==> src/design/rvDecodePkg.sv <==
`default_nettype none

package rvDecodePkg;

    localparam int Xlen = 64;

    typedef logic [Xlen-1:0] xlenT;  // register or result value
    typedef logic [31:0]     instrT; // one instruction word
    typedef logic [4:0]      regIdxT;

    // major opcodes of RV64IM
    localparam logic [6:0] OpLoad   = 7'b0000011;
    localparam logic [6:0] OpImm    = 7'b0010011;
    localparam logic [6:0] OpAuipc  = 7'b0010111;
    localparam logic [6:0] OpImm32  = 7'b0011011;
    localparam logic [6:0] OpStore  = 7'b0100011;
    localparam logic [6:0] OpReg    = 7'b0110011;
    localparam logic [6:0] OpLui    = 7'b0110111;
    localparam logic [6:0] OpReg32  = 7'b0111011;
    localparam logic [6:0] OpBranch = 7'b1100011;
    localparam logic [6:0] OpJalr   = 7'b1100111;
    localparam logic [6:0] OpJal    = 7'b1101111;

    // ALU operation codes, values shared with the execute stage
    typedef enum logic [5:0] {
        aluNop  = 6'd0,  aluSll  = 6'd1,  aluSrl  = 6'd2,  aluSra  = 6'd3,
        aluAdd  = 6'd4,  aluSub  = 6'd5,  aluDiv  = 6'd6,  aluDivu = 6'd7,
        aluRem  = 6'd8,  aluRemu = 6'd9,  aluMul  = 6'd10, aluMulh = 6'd11,
        aluMulhu = 6'd12, aluMulhsu = 6'd13,
        aluXor  = 6'd14, aluOr   = 6'd15, aluAnd  = 6'd16,
        aluSlt  = 6'd17, aluSltu = 6'd18,
        aluAuipc = 6'd19, aluLui = 6'd20, aluJalr = 6'd21, aluJal = 6'd22,
        aluBeq  = 6'd23, aluBne  = 6'd24, aluBlt  = 6'd25, aluBge  = 6'd26,
        aluBltu = 6'd27, aluBgeu = 6'd28,
        aluSllw = 6'd33, aluSrlw = 6'd34, aluSraw = 6'd35, aluAddw = 6'd36,
        aluSubw = 6'd37, aluDivw = 6'd38, aluDivuw = 6'd39, aluRemw = 6'd40,
        aluRemuw = 6'd41, aluMulw = 6'd42
    } aluOpT;

    typedef enum logic [1:0] {
        resAlu     = 2'd0,
        resMem     = 2'd1,
        resPcPlus4 = 2'd2  // link value of jal and jalr
    } resultSrcT;

    typedef enum logic [1:0] {
        memNone  = 2'd0,
        memLoad  = 2'd1,
        memStore = 2'd2
    } memOpT;

    typedef struct packed {
        memOpT      op;
        logic [2:0] size; // funct3 of the load or store
    } memAccessT;

    typedef struct packed {
        logic      regWrite;
        resultSrcT resultSrc;
        memAccessT mem;
        logic      aluSrc;   // immediate as second ALU operand
        aluOpT     aluOp;
        xlenT      imm;
        regIdxT    rs1;
        regIdxT    rs2;
        regIdxT    rd;
        logic      branch;
        logic      jump;
    } ctrlT;

    typedef struct packed {
        ctrlT ctrl;
        xlenT rd1;
        xlenT rd2;
    } laneT;

    typedef struct packed {
        logic   regWrite;
        regIdxT rd;
        xlenT   result;
    } wbT;

endpackage

`default_nettype wire

==> src/design/decodeStage.sv <==
`timescale 1ns/1ps
`default_nettype none

module decodeStage
    import rvDecodePkg::*;
(
    input  wire logic  clk,
    input  wire logic  arstN,
    input  wire logic  inValid,
    output logic       inReady,
    input  ctrlT       ctrl1,
    input  ctrlT       ctrl2,
    input  xlenT [3:0] rdata,
    output logic       outValid,
    input  wire logic  outReady,
    output laneT       out1,
    output laneT       out2
);

    logic accept;

    // slot can take a pair when empty or draining this cycle
    assign inReady = !outValid || outReady;
    assign accept  = inValid && inReady;

    always_ff @(posedge clk or negedge arstN) begin
        if (!arstN) begin
            outValid <= 1'b0;
        end else if (accept) begin
            outValid <= 1'b1; // refill, also on a same-cycle transfer
        end else if (outReady) begin
            outValid <= 1'b0;
        end
    end

    // operands are captured with the pair, later writebacks do not touch them
    always_ff @(posedge clk) begin
        if (accept) begin
            out1.ctrl <= ctrl1;
            out1.rd1  <= rdata[0];
            out1.rd2  <= rdata[1];
            out2.ctrl <= ctrl2;
            out2.rd1  <= rdata[2];
            out2.rd2  <= rdata[3];
        end
    end

endmodule

`default_nettype wire

==> config.mk <==
export PLATFORM = sky130hd
export DESIGN_NAME = decodeStage
export DESIGN_NICKNAME = d
export VERILOG_FILES = /design/src/design/rvDecodePkg.sv /design/src/design/decodeStage.sv
export SDC_FILE = /design/constraint.sdc
export NUM_CORES = 1
export LEC_CHECK = 0
export BUFFER_PORTS_ARGS = -buffer_cell sky130_fd_sc_hd__buf_2
export CORE_AREA = 2 2 356 358
export DETAILED_ROUTE_END_ITERATION = 10
export DIE_AREA = 0 0 358 360
export HOLD_SLACK_MARGIN = 0.15
export SYNTH_ARGS = -nofsm -noshare
export SYNTH_HDL_FRONTEND = slang
export SYNTH_SLANG_ARGS = --single-unit
==> constraint.sdc <==
create_clock -name clk -period 5.5 [get_ports clk]
set_input_delay 1.1 -clock clk [delete_from_list [all_inputs] [get_ports clk]]
set_output_delay 1.1 -clock clk [all_outputs]
set_load 0.02 [all_outputs]
# Word-level counts from Yosys, hierarchy flattened
# Index checks and enable logic that the tools add are counted.
# totals
wordCells,35
reg_bits,449
mem_bits_ro,0
in_bits,452
ramBits,0
memories,0
latchBits,0
# classes
shifts,0
reduce_logical,4
addsub,0
n_bitwise,0
mul,0
n_div,0
eq_ne,0
order_cmp,0
mux,2
# ops
op,n
two-way mux 1 bit,2
nonzero test 2 bit,1
logical AND 1 bit,1
logical NOT 1 bit,1
logical OR 1 bit,1

# Depth between registers and ports, before layout
# logic_depth
word_depth,4
mapped_depth,2

# Worst setup path after synthesis
# No wires, ideal clock.
# synth_timing
path_kind,input to register
from,input port outReady
to,"register out1[0] (netlist name), enable pin"
required_time_ns,4.994
path_buffers,0
setup_time_ns,0.506
slack_ns,0.661
cell_stages,2
arrival_time_ns,4.333
cell_sequence,nand2b_4 -> and2_4
# synth_via
elab_chain_cells,2
# synth_lines
element,line,text
start: declaration,decodeStage.sv:15,"input wire logic outReady,"
logical OR 1 bit,decodeStage.sv:23,assign inReady = !outValid || outReady;
logical AND 1 bit,decodeStage.sv:24,assign accept = inValid && inReady;
net accept,decodeStage.sv:20,logic accept;
end: declaration,decodeStage.sv:16,"output laneT out1,"
# The timed path passes the listed nets, and every way through them passes these cells.
# A chain may end at the register's enable or synchronous reset.

# Worst setup path after layout
# layout_timing
from,input port outReady
to,output port inReady
# layout_via
elab_chain_cells,1
# layout_lines
element,line,text
logical OR 1 bit,decodeStage.sv:23,
end: declaration,decodeStage.sv:10,"output logic inReady,"
# No other way between the ends.

==> summary.md <==
| Metric | Value |
|---|---|
| Worst hold path type | `in2async` |
| WP data required | `4400 ps` |
| RD Place Congestion | `0.948` |
| Die H | `360 microns` |
| Worst Reg-to-Reg Cells | `4` |
| Slew of the pin with the lowest slew margin | `973 ps` |
| FILL cells | `13600` |
| Synth Register Bits | `449` |
| Maximum number of pins on one net before global-route repair | `90` |
| Layout area overhead | `62.5%` |
| Setup WS pre-CTS | `2270 ps` |
| CORE AREA | `125000 sq um` |
| Die W | `358 microns` |
| Worst-path clk slew | `60 ps` |
| Syn Nets | `904` |
| Worst-path maximum fanout | `3` |
| Final instance area | `21900 sq um` |
| Met1 wire length | `24000 microns` |
| DR vias | `8979` |
| Status | `finished clean` |
| Synth Cell Area | `13500 sq um` |
| Flop2flop setup slack | `3170 ps` |
| CP Capture Type | `primary output` |
| Fin nets | `1878` |
| Pwr dens | `375 nW/um^2` |
| Htree depth | `2` |
| # rows | `130` |
| Gr ovfl total | `0` |
| HPWL after DPL | `52300 microns` |
| Max-cap violations | `0` |
| Initial DRC count | `610` |
| Final worst path period share | `48.0%` |
| Clk_lat worst skew | `620 ps` |
| Post-cts hold buffer count | `0` |
| CTS tree | `built` |
| YS warnings | `0` |
| Initial antenna violation count | `53` |
| Met3 WL post-DR | `8380 microns` |
| TNS Setup | `0 ps` |
| Met2 WL | `29100 microns` |
| Layout cells sized above 1 | `68.0%` |
| Root Driver | `clkbuf_16` |
| R2r startpoint | `outValid` |
| Post-synthesis cell type count | `5` |
| Via density | `2.88` |
| # Post-CTS Setup Buffers | `0` |
| CP Class | `in2out` |
| Total leakage power | `0.00875 uW` |
| I/O Pins | `902` |
| Die ar. | `129000 sq um` |
| Crit path time final | `2640 ps` |
| Clock Path Buffers | `3` |
| DRC Markers | `0` |
| Drt total wl | `63300 microns` |
| Starting density of the core | `10.8%` |
| Vias in the first global route | `9118` |
| First-pass GRT wire length | `79900 microns` |
| WL per Instance | `20.3 microns` |
| CTS resizes | `0` |
| Buffers on Ports | `901` |
| Area after DPL | `20300 sq um` |
| Unrepaired setup endpoints after global routing | `false` |
| R2R Path End | `out1[110]` |
| Final Hold Vio Count | `0` |
| Syn_area_per_cell | `29.9 sq um` |
| Max Transition Viols Final | `0` |
| Clock Sinks | `449` |
| Highest Clock Rate | `379 MHz` |
| Post-DRT Antenna Nets | `0` |
| Post-route setup slack | `2860 ps` |
| Final core utilization | `17.6%` |
| Final setup fails | `0` |
| Global-route usage over all layers | `9.31%` |
| Clock Skew | `12.7 ps` |
| Arrival time worst endpoint | `1540 ps` |
| Pre-antenna DRT Iters | `5` |
| Register area share after synthesis | `99.8%` |
| Number of buffers created by CTS | `53` |
| DR top layer | `met5` |
| CP Launch Type | `input pin` |
| Synth Instances | `452` |
| Max_slew headroom | `35.2%` |
| IR Drop Worst-Case VDD | `0.236 mV` |
==> state kept, by name, indices dropped and copies added, names as in the netlist <==
register	count
outValid	1
out1	224
out2	224
==> Yosys cell counts (all sizes together) <==
cell type    n  area [sq um]
and2         1          8.76
dfrtp        1          25.0
edfxtp     448         13500
nand2b       2          20.0
==> how the worst max path moves through the flow <==
stage,endpoint,depth (start not counted),startpoint
6_report,inReady,3,outReady
3_3_place_gp,out1[154],5,outReady
5_1_grt,inReady,3,outReady
2_1_floorplan,out1[0],2,outReady
3_5_place_dp,out1[193],5,outReady
4_1_cts,inReady,3,outReady
==> layout by cell type (no fill, tap or decap), drive strengths merged <==
cell	synthesis	layout
buf	0	919
edfxtp	448	448
clkbuf	0	69
clkinv	0	14
inv	0	5
diode	0	4
clkinvlp	0	4
bufinv	0	3
nand2b	2	2
and2	1	1
dfrtp	1	1
==> per-stage QoR <==
stage / std cells / total power, uW / hold WS, ps
2_1_floorplan: 452 / 4440 / 693
3_3_place_gp: 3021 / 4880 / 555
3_5_place_dp: 3021 / 4880 / 548
4_1_cts: 3116 / 8410 / 178
5_1_grt: 3117 / 8570 / 196
6_report: 3120 / 8230 / 251
==> logic make-up after synthesis <==
family / synth area share, %
flip-flops: 99.8
AND/OR/NAND/NOR: 0.213
==> report_power, final <==
group,leakage [uW],switching [uW],internal (uW),total [uW]
clock,0.000805,1460,1980,3430
sequential,0.00428,63.2,4000,4060
combinational,0.00367,491,243,734
==> final cells by class <==
cell class | count | area [sq um] | share of cell area, %
well taps | 1650 | 2060 | 9.41
multi-input cells | 3 | 28.8 | 0.131
clock buffers | 69 | 1430 | 6.51
flip-flops and latches | 449 | 13500 | 61.4
repair buffers | 919 | 4690 | 21.4
clock inverters | 26 | 245 | 1.12
diodes | 4 | 10.0 | 0.0456
==> critical path, stage by stage <==
cell      delay, ps
buf_2           140
nand2b_4        150
buf_2           150
==> metal layers <==
metal / track usage [%] / vias to the layer above
li1: - / 3819
met1: 10.6 / 4323
met2: 15.0 / 669
met3: 5.07 / 158
met4: 2.60 / 10
met5: 0 / -
Note: power is estimated with default switching activity, not from simulation.
