==> src/design/rvDecodePkg.sv <==
`default_nettype none

package rvDecodePkg;

    localparam int Xlen = 64;

    typedef logic [Xlen-1:0] xlenT;  // register or result value
    typedef logic [31:0]     instrT; // one instruction word
    typedef logic [4:0]      regIdxT;

    // major opcodes of RV64IM
    localparam logic [6:0] OpLoad   = 7'b0000011;
    localparam logic [6:0] OpImm    = 7'b0010011;
    localparam logic [6:0] OpAuipc  = 7'b0010111;
    localparam logic [6:0] OpImm32  = 7'b0011011;
    localparam logic [6:0] OpStore  = 7'b0100011;
    localparam logic [6:0] OpReg    = 7'b0110011;
    localparam logic [6:0] OpLui    = 7'b0110111;
    localparam logic [6:0] OpReg32  = 7'b0111011;
    localparam logic [6:0] OpBranch = 7'b1100011;
    localparam logic [6:0] OpJalr   = 7'b1100111;
    localparam logic [6:0] OpJal    = 7'b1101111;

    // ALU operation codes, values shared with the execute stage
    typedef enum logic [5:0] {
        aluNop  = 6'd0,  aluSll  = 6'd1,  aluSrl  = 6'd2,  aluSra  = 6'd3,
        aluAdd  = 6'd4,  aluSub  = 6'd5,  aluDiv  = 6'd6,  aluDivu = 6'd7,
        aluRem  = 6'd8,  aluRemu = 6'd9,  aluMul  = 6'd10, aluMulh = 6'd11,
        aluMulhu = 6'd12, aluMulhsu = 6'd13,
        aluXor  = 6'd14, aluOr   = 6'd15, aluAnd  = 6'd16,
        aluSlt  = 6'd17, aluSltu = 6'd18,
        aluAuipc = 6'd19, aluLui = 6'd20, aluJalr = 6'd21, aluJal = 6'd22,
        aluBeq  = 6'd23, aluBne  = 6'd24, aluBlt  = 6'd25, aluBge  = 6'd26,
        aluBltu = 6'd27, aluBgeu = 6'd28,
        aluSllw = 6'd33, aluSrlw = 6'd34, aluSraw = 6'd35, aluAddw = 6'd36,
        aluSubw = 6'd37, aluDivw = 6'd38, aluDivuw = 6'd39, aluRemw = 6'd40,
        aluRemuw = 6'd41, aluMulw = 6'd42
    } aluOpT;

    typedef enum logic [1:0] {
        resAlu     = 2'd0,
        resMem     = 2'd1,
        resPcPlus4 = 2'd2  // link value of jal and jalr
    } resultSrcT;

    typedef enum logic [1:0] {
        memNone  = 2'd0,
        memLoad  = 2'd1,
        memStore = 2'd2
    } memOpT;

    typedef struct packed {
        memOpT      op;
        logic [2:0] size; // funct3 of the load or store
    } memAccessT;

    typedef struct packed {
        logic      regWrite;
        resultSrcT resultSrc;
        memAccessT mem;
        logic      aluSrc;   // immediate as second ALU operand
        aluOpT     aluOp;
        xlenT      imm;
        regIdxT    rs1;
        regIdxT    rs2;
        regIdxT    rd;
        logic      branch;
        logic      jump;
    } ctrlT;

    typedef struct packed {
        ctrlT ctrl;
        xlenT rd1;
        xlenT rd2;
    } laneT;

    typedef struct packed {
        logic   regWrite;
        regIdxT rd;
        xlenT   result;
    } wbT;

endpackage

`default_nettype wire

==> src/design/instrDecoder.sv <==
`timescale 1ns/1ps
`default_nettype none

module instrDecoder
    import rvDecodePkg::*;
(
    input  instrT instr,
    output ctrlT  ctrl
);

    logic [6:0] opcode;
    logic [2:0] funct3;
    logic [6:0] funct7;
    regIdxT     rs1F;
    regIdxT     rs2F;
    regIdxT     rdF;
    xlenT       immI;
    xlenT       immS;
    xlenT       immB;
    xlenT       immU;
    xlenT       immJ;

    assign opcode = instr[6:0];
    assign funct3 = instr[14:12];
    assign funct7 = instr[31:25];
    assign rs1F   = instr[19:15];
    assign rs2F   = instr[24:20];
    assign rdF    = instr[11:7];

    // immediates, all sign extended from instr[31]
    assign immI = {{52{instr[31]}}, instr[31:20]};
    assign immS = {{52{instr[31]}}, instr[31:25], instr[11:7]};
    assign immB = {{52{instr[31]}}, instr[7], instr[30:25], instr[11:8], 1'b0};
    assign immU = {{32{instr[31]}}, instr[31:12], 12'b0};
    assign immJ = {{44{instr[31]}}, instr[19:12], instr[20], instr[30:21], 1'b0};

    always_comb begin
        ctrl = '0; // unknown opcodes leave the word all zero
        case (opcode)
            OpLoad: begin
                ctrl.regWrite  = 1'b1;
                ctrl.resultSrc = resMem;
                ctrl.mem.op    = memLoad;
                ctrl.mem.size  = funct3;
                ctrl.aluSrc    = 1'b1;
                ctrl.imm       = immI;
                ctrl.rs1       = rs1F;
                ctrl.rd        = rdF;
                ctrl.aluOp     = aluAdd; // address calculation
            end
            OpImm: begin
                ctrl.regWrite = 1'b1;
                ctrl.aluSrc   = 1'b1;
                ctrl.imm      = immI;
                ctrl.rs1      = rs1F;
                ctrl.rd       = rdF;
                case (funct3)
                    3'b000: ctrl.aluOp = aluAdd;
                    3'b001: if (instr[31:26] == 6'b000000) ctrl.aluOp = aluSll;
                    3'b010: ctrl.aluOp = aluSlt;
                    3'b011: ctrl.aluOp = aluSltu;
                    3'b100: ctrl.aluOp = aluXor;
                    3'b101: begin
                        // 6-bit shamt, so funct7 bit 25 belongs to the amount
                        if (instr[31:26] == 6'b000000) ctrl.aluOp = aluSrl;
                        else if (instr[31:26] == 6'b010000) ctrl.aluOp = aluSra;
                    end
                    3'b110: ctrl.aluOp = aluOr;
                    default: ctrl.aluOp = aluAnd;
                endcase
            end
            OpAuipc, OpLui: begin
                ctrl.regWrite = 1'b1;
                ctrl.aluSrc   = 1'b1;
                ctrl.imm      = immU;
                ctrl.rd       = rdF;
                ctrl.aluOp    = (opcode == OpLui) ? aluLui : aluAuipc;
            end
            OpImm32: begin
                ctrl.regWrite = 1'b1;
                ctrl.aluSrc   = 1'b1;
                ctrl.imm      = immI;
                ctrl.rs1      = rs1F;
                ctrl.rd       = rdF;
                case (funct3)
                    3'b000: ctrl.aluOp = aluAddw; // addiw
                    3'b001: if (funct7 == 7'b0000000) ctrl.aluOp = aluSllw;
                    3'b101: begin
                        if (funct7 == 7'b0000000) ctrl.aluOp = aluSrlw;
                        else if (funct7 == 7'b0100000) ctrl.aluOp = aluSraw;
                    end
                    default: ctrl.aluOp = aluNop;
                endcase
            end
            OpStore: begin
                ctrl.mem.op   = memStore;
                ctrl.mem.size = funct3;
                ctrl.aluSrc   = 1'b1;
                ctrl.imm      = immS;
                ctrl.rs1      = rs1F;
                ctrl.rs2      = rs2F;
                ctrl.rd       = rdF; // low immediate bits, regWrite stays low
                ctrl.aluOp    = aluAdd;
            end
            OpReg: begin
                ctrl.regWrite = 1'b1;
                ctrl.rs1      = rs1F;
                ctrl.rs2      = rs2F;
                ctrl.rd       = rdF;
                if (funct7 == 7'b0000001) begin // M extension
                    case (funct3)
                        3'b000: ctrl.aluOp = aluMul;
                        3'b001: ctrl.aluOp = aluMulh;
                        3'b010: ctrl.aluOp = aluMulhsu;
                        3'b011: ctrl.aluOp = aluMulhu;
                        3'b100: ctrl.aluOp = aluDiv;
                        3'b101: ctrl.aluOp = aluDivu;
                        3'b110: ctrl.aluOp = aluRem;
                        default: ctrl.aluOp = aluRemu;
                    endcase
                end else if (funct7 == 7'b0000000) begin
                    case (funct3)
                        3'b000: ctrl.aluOp = aluAdd;
                        3'b001: ctrl.aluOp = aluSll;
                        3'b010: ctrl.aluOp = aluSlt;
                        3'b011: ctrl.aluOp = aluSltu;
                        3'b100: ctrl.aluOp = aluXor;
                        3'b101: ctrl.aluOp = aluSrl;
                        3'b110: ctrl.aluOp = aluOr;
                        default: ctrl.aluOp = aluAnd;
                    endcase
                end else if (funct7 == 7'b0100000) begin
                    if (funct3 == 3'b000) ctrl.aluOp = aluSub;
                    else if (funct3 == 3'b101) ctrl.aluOp = aluSra;
                end
            end
            OpReg32: begin
                ctrl.regWrite = 1'b1;
                ctrl.rs1      = rs1F;
                ctrl.rs2      = rs2F;
                ctrl.rd       = rdF;
                if (funct7 == 7'b0000001) begin
                    case (funct3)
                        3'b000: ctrl.aluOp = aluMulw;
                        3'b100: ctrl.aluOp = aluDivw;
                        3'b101: ctrl.aluOp = aluDivuw;
                        3'b110: ctrl.aluOp = aluRemw;
                        3'b111: ctrl.aluOp = aluRemuw;
                        default: ctrl.aluOp = aluNop;
                    endcase
                end else if (funct7 == 7'b0000000) begin
                    case (funct3)
                        3'b000: ctrl.aluOp = aluAddw;
                        3'b001: ctrl.aluOp = aluSllw;
                        3'b101: ctrl.aluOp = aluSrlw;
                        default: ctrl.aluOp = aluNop;
                    endcase
                end else if (funct7 == 7'b0100000) begin
                    if (funct3 == 3'b000) ctrl.aluOp = aluSubw;
                    else if (funct3 == 3'b101) ctrl.aluOp = aluSraw;
                end
            end
            OpBranch: begin
                ctrl.branch = 1'b1;
                ctrl.imm    = immB;
                ctrl.rs1    = rs1F;
                ctrl.rs2    = rs2F;
                case (funct3)
                    3'b000: ctrl.aluOp = aluBeq;
                    3'b001: ctrl.aluOp = aluBne;
                    3'b100: ctrl.aluOp = aluBlt;
                    3'b101: ctrl.aluOp = aluBge;
                    3'b110: ctrl.aluOp = aluBltu;
                    3'b111: ctrl.aluOp = aluBgeu;
                    default: ctrl.aluOp = aluNop;
                endcase
            end
            OpJalr: begin
                ctrl.regWrite  = 1'b1;
                ctrl.resultSrc = resPcPlus4;
                ctrl.jump      = 1'b1;
                ctrl.aluSrc    = 1'b1;
                ctrl.imm       = immI;
                ctrl.rs1       = rs1F;
                ctrl.rd        = rdF;
                ctrl.aluOp     = aluJalr;
            end
            OpJal: begin
                ctrl.regWrite  = 1'b1;
                ctrl.resultSrc = resPcPlus4;
                ctrl.jump      = 1'b1;
                ctrl.aluSrc    = 1'b1;
                ctrl.imm       = immJ;
                ctrl.rd        = rdF;
                ctrl.aluOp     = aluJal;
            end
            default: ctrl = '0;
        endcase
    end

endmodule

`default_nettype wire

==> config.mk <==
export PLATFORM = sky130hd
export DESIGN_NAME = instrDecoder
export DESIGN_NICKNAME = d
export VERILOG_FILES = /design/src/design/rvDecodePkg.sv /design/src/design/instrDecoder.sv
export SDC_FILE = /design/constraint.sdc
export NUM_CORES = 1
export LEC_CHECK = 0
export CELL_PAD_IN_SITES_DETAIL_PLACEMENT = 0
export CELL_PAD_IN_SITES_GLOBAL_PLACEMENT = 1
export CORE_MARGIN = 2
export CORE_UTILIZATION = 30
export DETAILED_ROUTE_END_ITERATION = 16
export DONT_BUFFER_PORTS = 1
export PLACE_DENSITY_LB_ADDON = 0.1
export REMOVE_ABC_BUFFERS = 1
export SYNTH_ARGS = -nofsm -noshare
export SYNTH_HDL_FRONTEND = slang
export SYNTH_SLANG_ARGS = --single-unit
==> constraint.sdc <==
create_clock -name vclk -period 4.7
set_input_delay 0.235 -clock vclk [all_inputs]
set_output_delay 0.235 -clock vclk [all_outputs]
set_load 0.01 [all_outputs]
# --- Word-level counts from Yosys, hierarchy flattened ---
# Cells that the tools add are included.
totals:
  reg_bits: 0
  inputBits: 32
  out_inout_bits: 96
  word_cells: 68
classes:
  eq_ne: 21
  n_mux: 35
  n_reduce_logical: 12
ops:
  columns: ["cell", "n"]
  rows:
  - ["64-bit one-hot mux with 5 select lines", 1]
  - ["6-bit 2-to-1 mux", 13]
  - ["6-bit one-hot mux with 9 select lines", 1]
  - ["6-bit one-hot mux with 7 select lines", 1]
  - ["6-bit one-hot mux with 3 select lines", 2]
  - ["7-bit by 6-bit == test with 1-bit output, second input constant", 5]
  - ["5-bit one-hot mux with 7 select lines", 1]
  - ["5-bit one-hot mux with 6 select lines", 1]
  - ["6-bit one-hot mux with 5 select lines", 1]
  - ["4-bit one-hot mux with 7 select lines", 1]
  - ["7-bit by 5-bit == test with 1-bit output, second input constant", 3]
  - ["7-bit == test, second input constant", 3]
  - ["8-bit OR reduction", 2]
  - ["5-bit 2-to-1 mux", 3]
  - ["3-bit == test, second input constant", 4]
  - ["5-bit one-hot mux with 2 select lines", 1]
  - ["10-bit OR reduction", 1]
  - ["9-bit OR reduction", 1]
  - ["4-bit OR reduction", 2]
  - ["7-bit by 1-bit == test with 1-bit output, second input constant", 1]
  - ["7-bit by 2-bit == test with 1-bit output, second input constant", 1]
  - ["7-bit logical NOT", 1]
  - ["3-bit by 2-bit == test with 1-bit output, second input constant", 2]
  - ["6-bit by 5-bit == test with 1-bit output, second input constant", 1]
  - ["other kinds (8)", 15]

# --- Depth between registers and ports, before layout ---
# Gate-level depths: netlist of the first run.
depth:
  depth_word: 7
  mapped_depth: 7
  depth_no_buf: 6

# --- Worst setup path before layout of the first run ---
# OpenSTA, ideal clock, no wires.
synth_path:
  kind: "input-to-output"
  from: "input instr[1]"
  to: "output ctrl[49] (netlist name)"
  arrival_ps: 2005
  t_required_ps: 4465
  setup_slack_ps: 2460
  cell_stages: 6
  n_path_buf: 2
  path_cell_list: "and2_0 > nand2_1 > nor2_1 > clkbuf_1 > o21a_1 > buf_4"
synth_rtl:
  columns: ["element", "line", "text"]
  rows:
  - ["start, declared", "instrDecoder.sv:7", "input instrT instr,"]
  - ["end, declared", "instrDecoder.sv:8", "output ctrlT ctrl"]

# --- Worst setup path after layout of the first run ---
layout_path:
  from: "input instr[1]"
  to: "output ctrl[76] (netlist name)"
layout_between:
  elab_chain_cells: 3
  word_cells_on_any_way: 12
  cone_classes: "eq/ne: 9; mux: 1; reduce/logical: 2"
layout_lines:
  columns: ["element", "line", "text"]
  rows:
  - ["7-bit == test, or another cell as far along", "instrDecoder.sv:39", "case (opcode)"]
  - ["4-bit OR reduction (no source line) / 2-bit OR reduction (equally long branches)", null, null]
  - ["64-bit one-hot mux with 5 select lines *", "instrDecoder.sv:39", null]
# Every way passes the cells marked *; elsewhere a longest branch is shown, timed or not.

==> run_results.csv, run 1 <==
group,metric,value,unit
outcome,status,"finished, final reports clean",
pwr,power_density,53.22,mW/mm^2
place,portBuffers,0,
timing,worst_pin_slew,1.023,ns
finish,n_fill_cell,696,
timing,finalCriticalPeriod,2.845,ns
synth,synth_area_leader_cell,"buf_4",
route,routed_wl,6751,um
die,die_area,0.006585,sq mm
synth,synth_area_leaders,"buf_4 15%, a21o_1 8.4%, and3_1 4.6%",
place,dp_hpwl,5119,um
critical_path,critPathSlowestCell,"o21a_4",
place,pre_cts_ws,1.850,ns
clocking,cts_setup_buffers,0,
critical_path,startpoint_type,"input pin",
finish,area_growth_syn_to_layout,-15.00,%
timing,post-route-period-util,60.53,%
timing,fmax,0.3515,GHz
route,drtPass1Iterations,4,
critical_path,worstPathRequired,4.47,ns
grt,grt_util_all_layers,19.33,%
critical_path,cpPeakStageDelay,0.90,ns
die,io-pin-count,128,
clocking,cts_hold_buffers,0,
pwr,vdd_ir_drop_max,0.01519,mV
die,rows,28,
critical_path,cp.depth,4,
grt,overflow,0,
synth,yosysWarnings,0,
grt,grt_max_degree,34,
synth,synthCells,265,
finish,seq_cells,0,
route,drt-initial-drc-count,74,
die,fp.dieH,81.15,um
synth,syn-mean-instance-area,6.738,sq um
finish,num_antenna_cells,0,
die,core,0.005851,sq mm
critical_path,arrival,2.61,ns
route,vias,1781,
grt,antenna_found_initial,0,
timing,relSlewSlack,31.99,%
critical_path,crit_buf_inv,0,
route,via_per_inst,6.227,
critical_path,worstPathCellList,"and2_0, nand2_1, nor2_1, o21a_4",
flow_run,drv_cap,0,
route,ant_nets,0,
synth,yosysSeqAreaShare,0,%
synth,synth_top_area_share,15.14,%
grt,grt_pass1_vias,1696,
critical_path,cp-end-kind,"output pin",
place,gp_congestion,0.7613,
critical_path,crit_fanout,33,
timing,timing.final.ws_setup,1.855,ns
finish,nClkBuffers,0,
die,die_w,81.15,um
synth,netlist_area,0.001785,sq mm
timing,rsz0062_at_grt,"no",
route,drc,0,
die,initial_utilization,30.52,%
synth,synth.distinct_cells,66,
timing,finalMaxSlewViolations,0,
timing,setup_tns,0,ns
critical_path,cp-startpoint,"instr[1]",
finish,nNetsFinal,250,
finish,fin_util,25.94,%
worst_hold_path,min_path_type,"input pin to output pin",
pwr,finalPower,0.08077,mW
grt,grt_pass1_wl,10040,um
critical_path,endpoint,"ctrl[76]",
critical_path,critPathTopFamily,"simple AND/OR/NAND/NOR gates",
pwr,leakage,0.6522,nW
finish,seq_area,0,sq um
timing,setup_violations,0,
timing,finalHoldViolCount,0,
clocking,cts_resized,0,
finish,drive_gt1_share,6.635,%
critical_path,critical_path_class,"input pin to output pin",
route,routedWlPerCell,23.60,um
==> cell usage after synthesis (all sizes together), types with 2 or more instances <==
| cell type | instances |
|---|---|
| buf | 47 |
| nand2 | 21 |
| a21o | 20 |
| nor2 | 17 |
| and2 | 13 |
| and3 | 13 |
| o21ai | 11 |
| a21oi | 8 |
| clkbuf | 7 |
| nor2b | 7 |
| nor4 | 7 |
| a211oi | 6 |
| a22o | 5 |
| a31oi | 5 |
| ha | 5 |
| nand2b | 5 |
| nor3 | 5 |
| inv | 4 |
| nand3b | 4 |
| o211ai | 4 |
| o21a | 4 |
| o31ai | 4 |
| nand3 | 3 |
| nand4 | 3 |
| nor3b | 3 |
| or3 | 3 |
| a2111oi | 2 |
| a211o | 2 |
| a22oi | 2 |
| o22ai | 2 |
| o32ai | 2 |
==> metrics by stage <==
stage / cell area [sq um] / cells / hold WS, ns
finish: 1518 / 286 / 0.5290
detailed placement: 1518 / 286 / 0.5254
global route: 1518 / 286 / 0.5367
global placement: 1518 / 286 / 0.5270
CTS: 1518 / 286 / 0.5255
floorplan: 1416 / 211 / 0.5204
==> report_power, final <==
group,switching [mW],internal [mW]
logic,0.0514,0.0294
registers,0,0
clock network,0,0
total,0.0514,0.0294
==> layout make-up <==
cell class         count  area [sq um]  share of cell area, %
inverters              5         18.77                  1.237
multi-input cells    206          1405                  92.58
well taps             75         93.84                  6.183
==> cell usage in the layout (no fill, tap or decap), drive strengths merged, types with 2 or more instances in the layout <==
cell type  count
a21oi          8
a211oi         6
nand2b         5
or3            3
nor2b          7
o21ai         11
o31ai          4
and2          13
nand2         21
inv            4
nor2          17
a211o          2
and3          13
a31oi          5
nand3b         4
o32ai          2
nand3          3
nor3           5
a21o          20
a22oi          2
o21a           4
a2111oi        2
nand4          3
nor3b          3
a22o           5
ha             5
o211ai         4
nor4           7
o22ai          2
==> cells by family after synthesis <==
kind of cell,Yosys count,synth area share (%)
and+or+nand+nor,109,34.76
muxes,2,1.191
adders and majority gates,6,4.064
AOI/OAI and AO/OA,87,37.28
xor gates and xnor gates,2,0.9813
buffers and inverters,59,21.72
==> worst min-delay path by stage <==
stage,cells past startpoint,to,from
floorplan,1,ctrl[88],instr[4]
global placement,1,ctrl[91],instr[4]
detailed placement,1,ctrl[93],instr[4]
CTS,1,ctrl[93],instr[4]
global route,1,ctrl[93],instr[4]
finish,1,ctrl[93],instr[4]
==> routing by layer <==
metal	global-route usage, %	wire (um)
met5	0	0
met4	0	2
met3	1.778	392
met2	36.20	3600
met1	25.38	2754
No activity file was read; power rests on OpenSTA's default activity.
==> run 2: changes to the inputs <==
--- a/config.mk
+++ b/config.mk
@@ -5,6 +5,7 @@
 export SDC_FILE = /design/constraint.sdc
 export NUM_CORES = 1
 export LEC_CHECK = 0
+export ABC_AREA = 1
 export CELL_PAD_IN_SITES_DETAIL_PLACEMENT = 0
 export CELL_PAD_IN_SITES_GLOBAL_PLACEMENT = 1
 export CORE_MARGIN = 2
==> constraint.sdc (replaced) <==
create_clock -name vclk -period 2.8
set_input_delay 0.14 -clock vclk [all_inputs]
set_output_delay 0.14 -clock vclk [all_outputs]
set_load 0.01 [all_outputs]
==> run_results.csv, run 2 <==
group,metric,value,unit
critical_path,cpPeakStageDelay,0.46,ns
grt,grt_pass1_vias,1684,
place,placed_area,0.001541,sq mm
timing,rsz0062_at_grt,"no",
synth,netlist_area,0.001689,sq mm
clocking,cts_setup_buffers,0,
route,via_per_inst,5.042,
finish,drive_gt1_share,7.372,%
die,rows,27,
flow_run,drv_cap,0,
critical_path,arrival,1.66,ns
route,drtPass1Iterations,4,
synth,synth_top_area_share,21.11,%
route,routed_wl,5945,um
timing,fmax,0.5548,GHz
route,ant_nets,0,
clocking,cts_resized,0,
finish,nClkBuffers,0,
pwr,power_density,77.96,mW/mm^2
route,vias,1936,
place,gp_congestion,0.8166,
die,initial_utilization,30.86,%
synth,synth.distinct_cells,24,
outcome,status,"finished, final reports clean",
critical_path,critical_path_class,"input pin to output pin",
synth,yosysSeqAreaShare,0,%
grt,antenna_found_initial,0,
finish,fin_util,28.17,%
timing,post-route-period-util,64.37,%
finish,final_common_cell,"nand2_1",
die,die_area,0.006247,sq mm
worst_hold_path,min_path_type,"input pin to output pin",
clocking,cts_hold_buffers,0,
grt,grt_pass1_wl,8873,um
timing,setup_violations,0,
finish,num_antenna_cells,0,
place,portBuffers,0,
synth,syn-mean-instance-area,4.854,sq um
finish,seq_area,0,sq um
finish,final_cell_mix,"95 x nand2_1, 61 x nor2_1, 50 x inv_1",
route,drt-initial-drc-count,83,
critical_path,worstPathCellList,"inv_1, nand3_1, nor2_2, nand2_2, nand2_1, inv_1, a21oi_4, buf_4",
synth,synthCells,348,
timing,worst_pin_slew,0.4942,ns
finish,seq_cells,0,
timing,finalMaxSlewViolations,0,
pwr,vdd_ir_drop_max,0.02898,mV
critical_path,worstPathRequired,2.66,ns
pwr,leakage,0.9247,nW
critical_path,crit_path_frequent_cell,"inv_1",
place,dp_hpwl,5041,um
timing,relSlewSlack,67.32,%
timing,finalHoldViolCount,0,
finish,nNetsFinal,351,
critical_path,cp-end-kind,"output pin",
die,die_w,79.04,um
finish,fin_area,0.001541,sq mm
synth,synth_area_leaders,"nand2_1 21%, buf_4 14%, nor2_1 14%",
critical_path,crit_fanout,17,
synth,yosysWarnings,0,
critical_path,crit_buf_inv,3,
route,routedWlPerCell,15.48,um
finish,area_growth_syn_to_layout,-8.741,%
route,drc,0,
critical_path,startpoint_type,"input pin",
grt,grt_util_all_layers,17.46,%
synth,synth_most_common_cell,"nand2_1",
grt,overflow,0,
die,io-pin-count,128,
synth,ys_top_cells_by_count,"95 x nand2_1, 61 x nor2_1, 50 x inv_1, 32 x buf_4, 19 x nand3_1",
grt,grt_max_degree,18,
synth,synth_area_leader_cell,"nand2_1",
critical_path,critPathTopFamily,"buffers and inverters",
critical_path,critPathSlowestCell,"buf_4",
die,fp.dieH,79.04,um
die,core,0.005473,sq mm
timing,finalCriticalPeriod,1.802,ns
==> run 2: changes by cell type in the layout (fill, tap and decap cells not counted), moves of 11 or more <==
cell,change
and3_1,-13
and2_1,-11
inv_1,+46
a21o_1,-20
nand4_1,+11
nand2_1,+74
nor2_1,+44
nand3_1,+16
==> run 2: metrics by stage <==
stage / total power [mW] / setup slack [ns] / std cells / setup TNS [ns] / hold slack [ns]
after CTS: 0.1214 / 0.9775 / 384 / 0 / 0.3334
after global placement: 0.1225 / 1.018 / 384 / 0 / 0.3352
final: 0.1202 / 0.9976 / 384 / 0 / 0.3327
after detailed placement: 0.1209 / 0.9814 / 384 / 0 / 0.3332
after global routing: 0.1360 / 0.8056 / 384 / 0 / 0.3358
after floorplan: 0.09437 / -2.831 / 310 / -93.42 / 0.3307
==> run 2: final timing paths <==
| kind | startpoint | to | slack [ns] | cells past startpoint |
|---|---|---|---|---|
| max | instr[4] | ctrl[80] | 1.0 | 8 |
| min | instr[5] | ctrl[91] | 0.33 | 1 |
==> run 2: area by class of cell <==
class / count / area (sq um)
fill: 696 / 3931
multi-input combinational: 254 / 1214
tap: 72 / 90.09
timing repair buffer: 2 / 27.53
inverter: 56 / 210.2
==> run 2: layer usage <==
metal	GRT usage (%)	part of all wire [%]	up-vias
met3	2.273	6.1	4
li1	-	-	992
met4	0	1.0	0
met2	32.46	49	75
met1	22.74	44	865
met5	0	0	-
==> run 2: power by group <==
group	internal [mW]	switching, mW
logic	0.0309	0.0892
registers	0	0
clock network	0	0
total	0.0309	0.0892
==> run 2: cell families (layout without fill, tap and decap cells) <==
family          Yosys count  in the layout  share of synthesized area [%]
simple gates            213            213                          55.56
buf+inv                  94             58                          28.81
compound gates           36             36                          11.93
fa+ha+maj                 5              5                          3.704
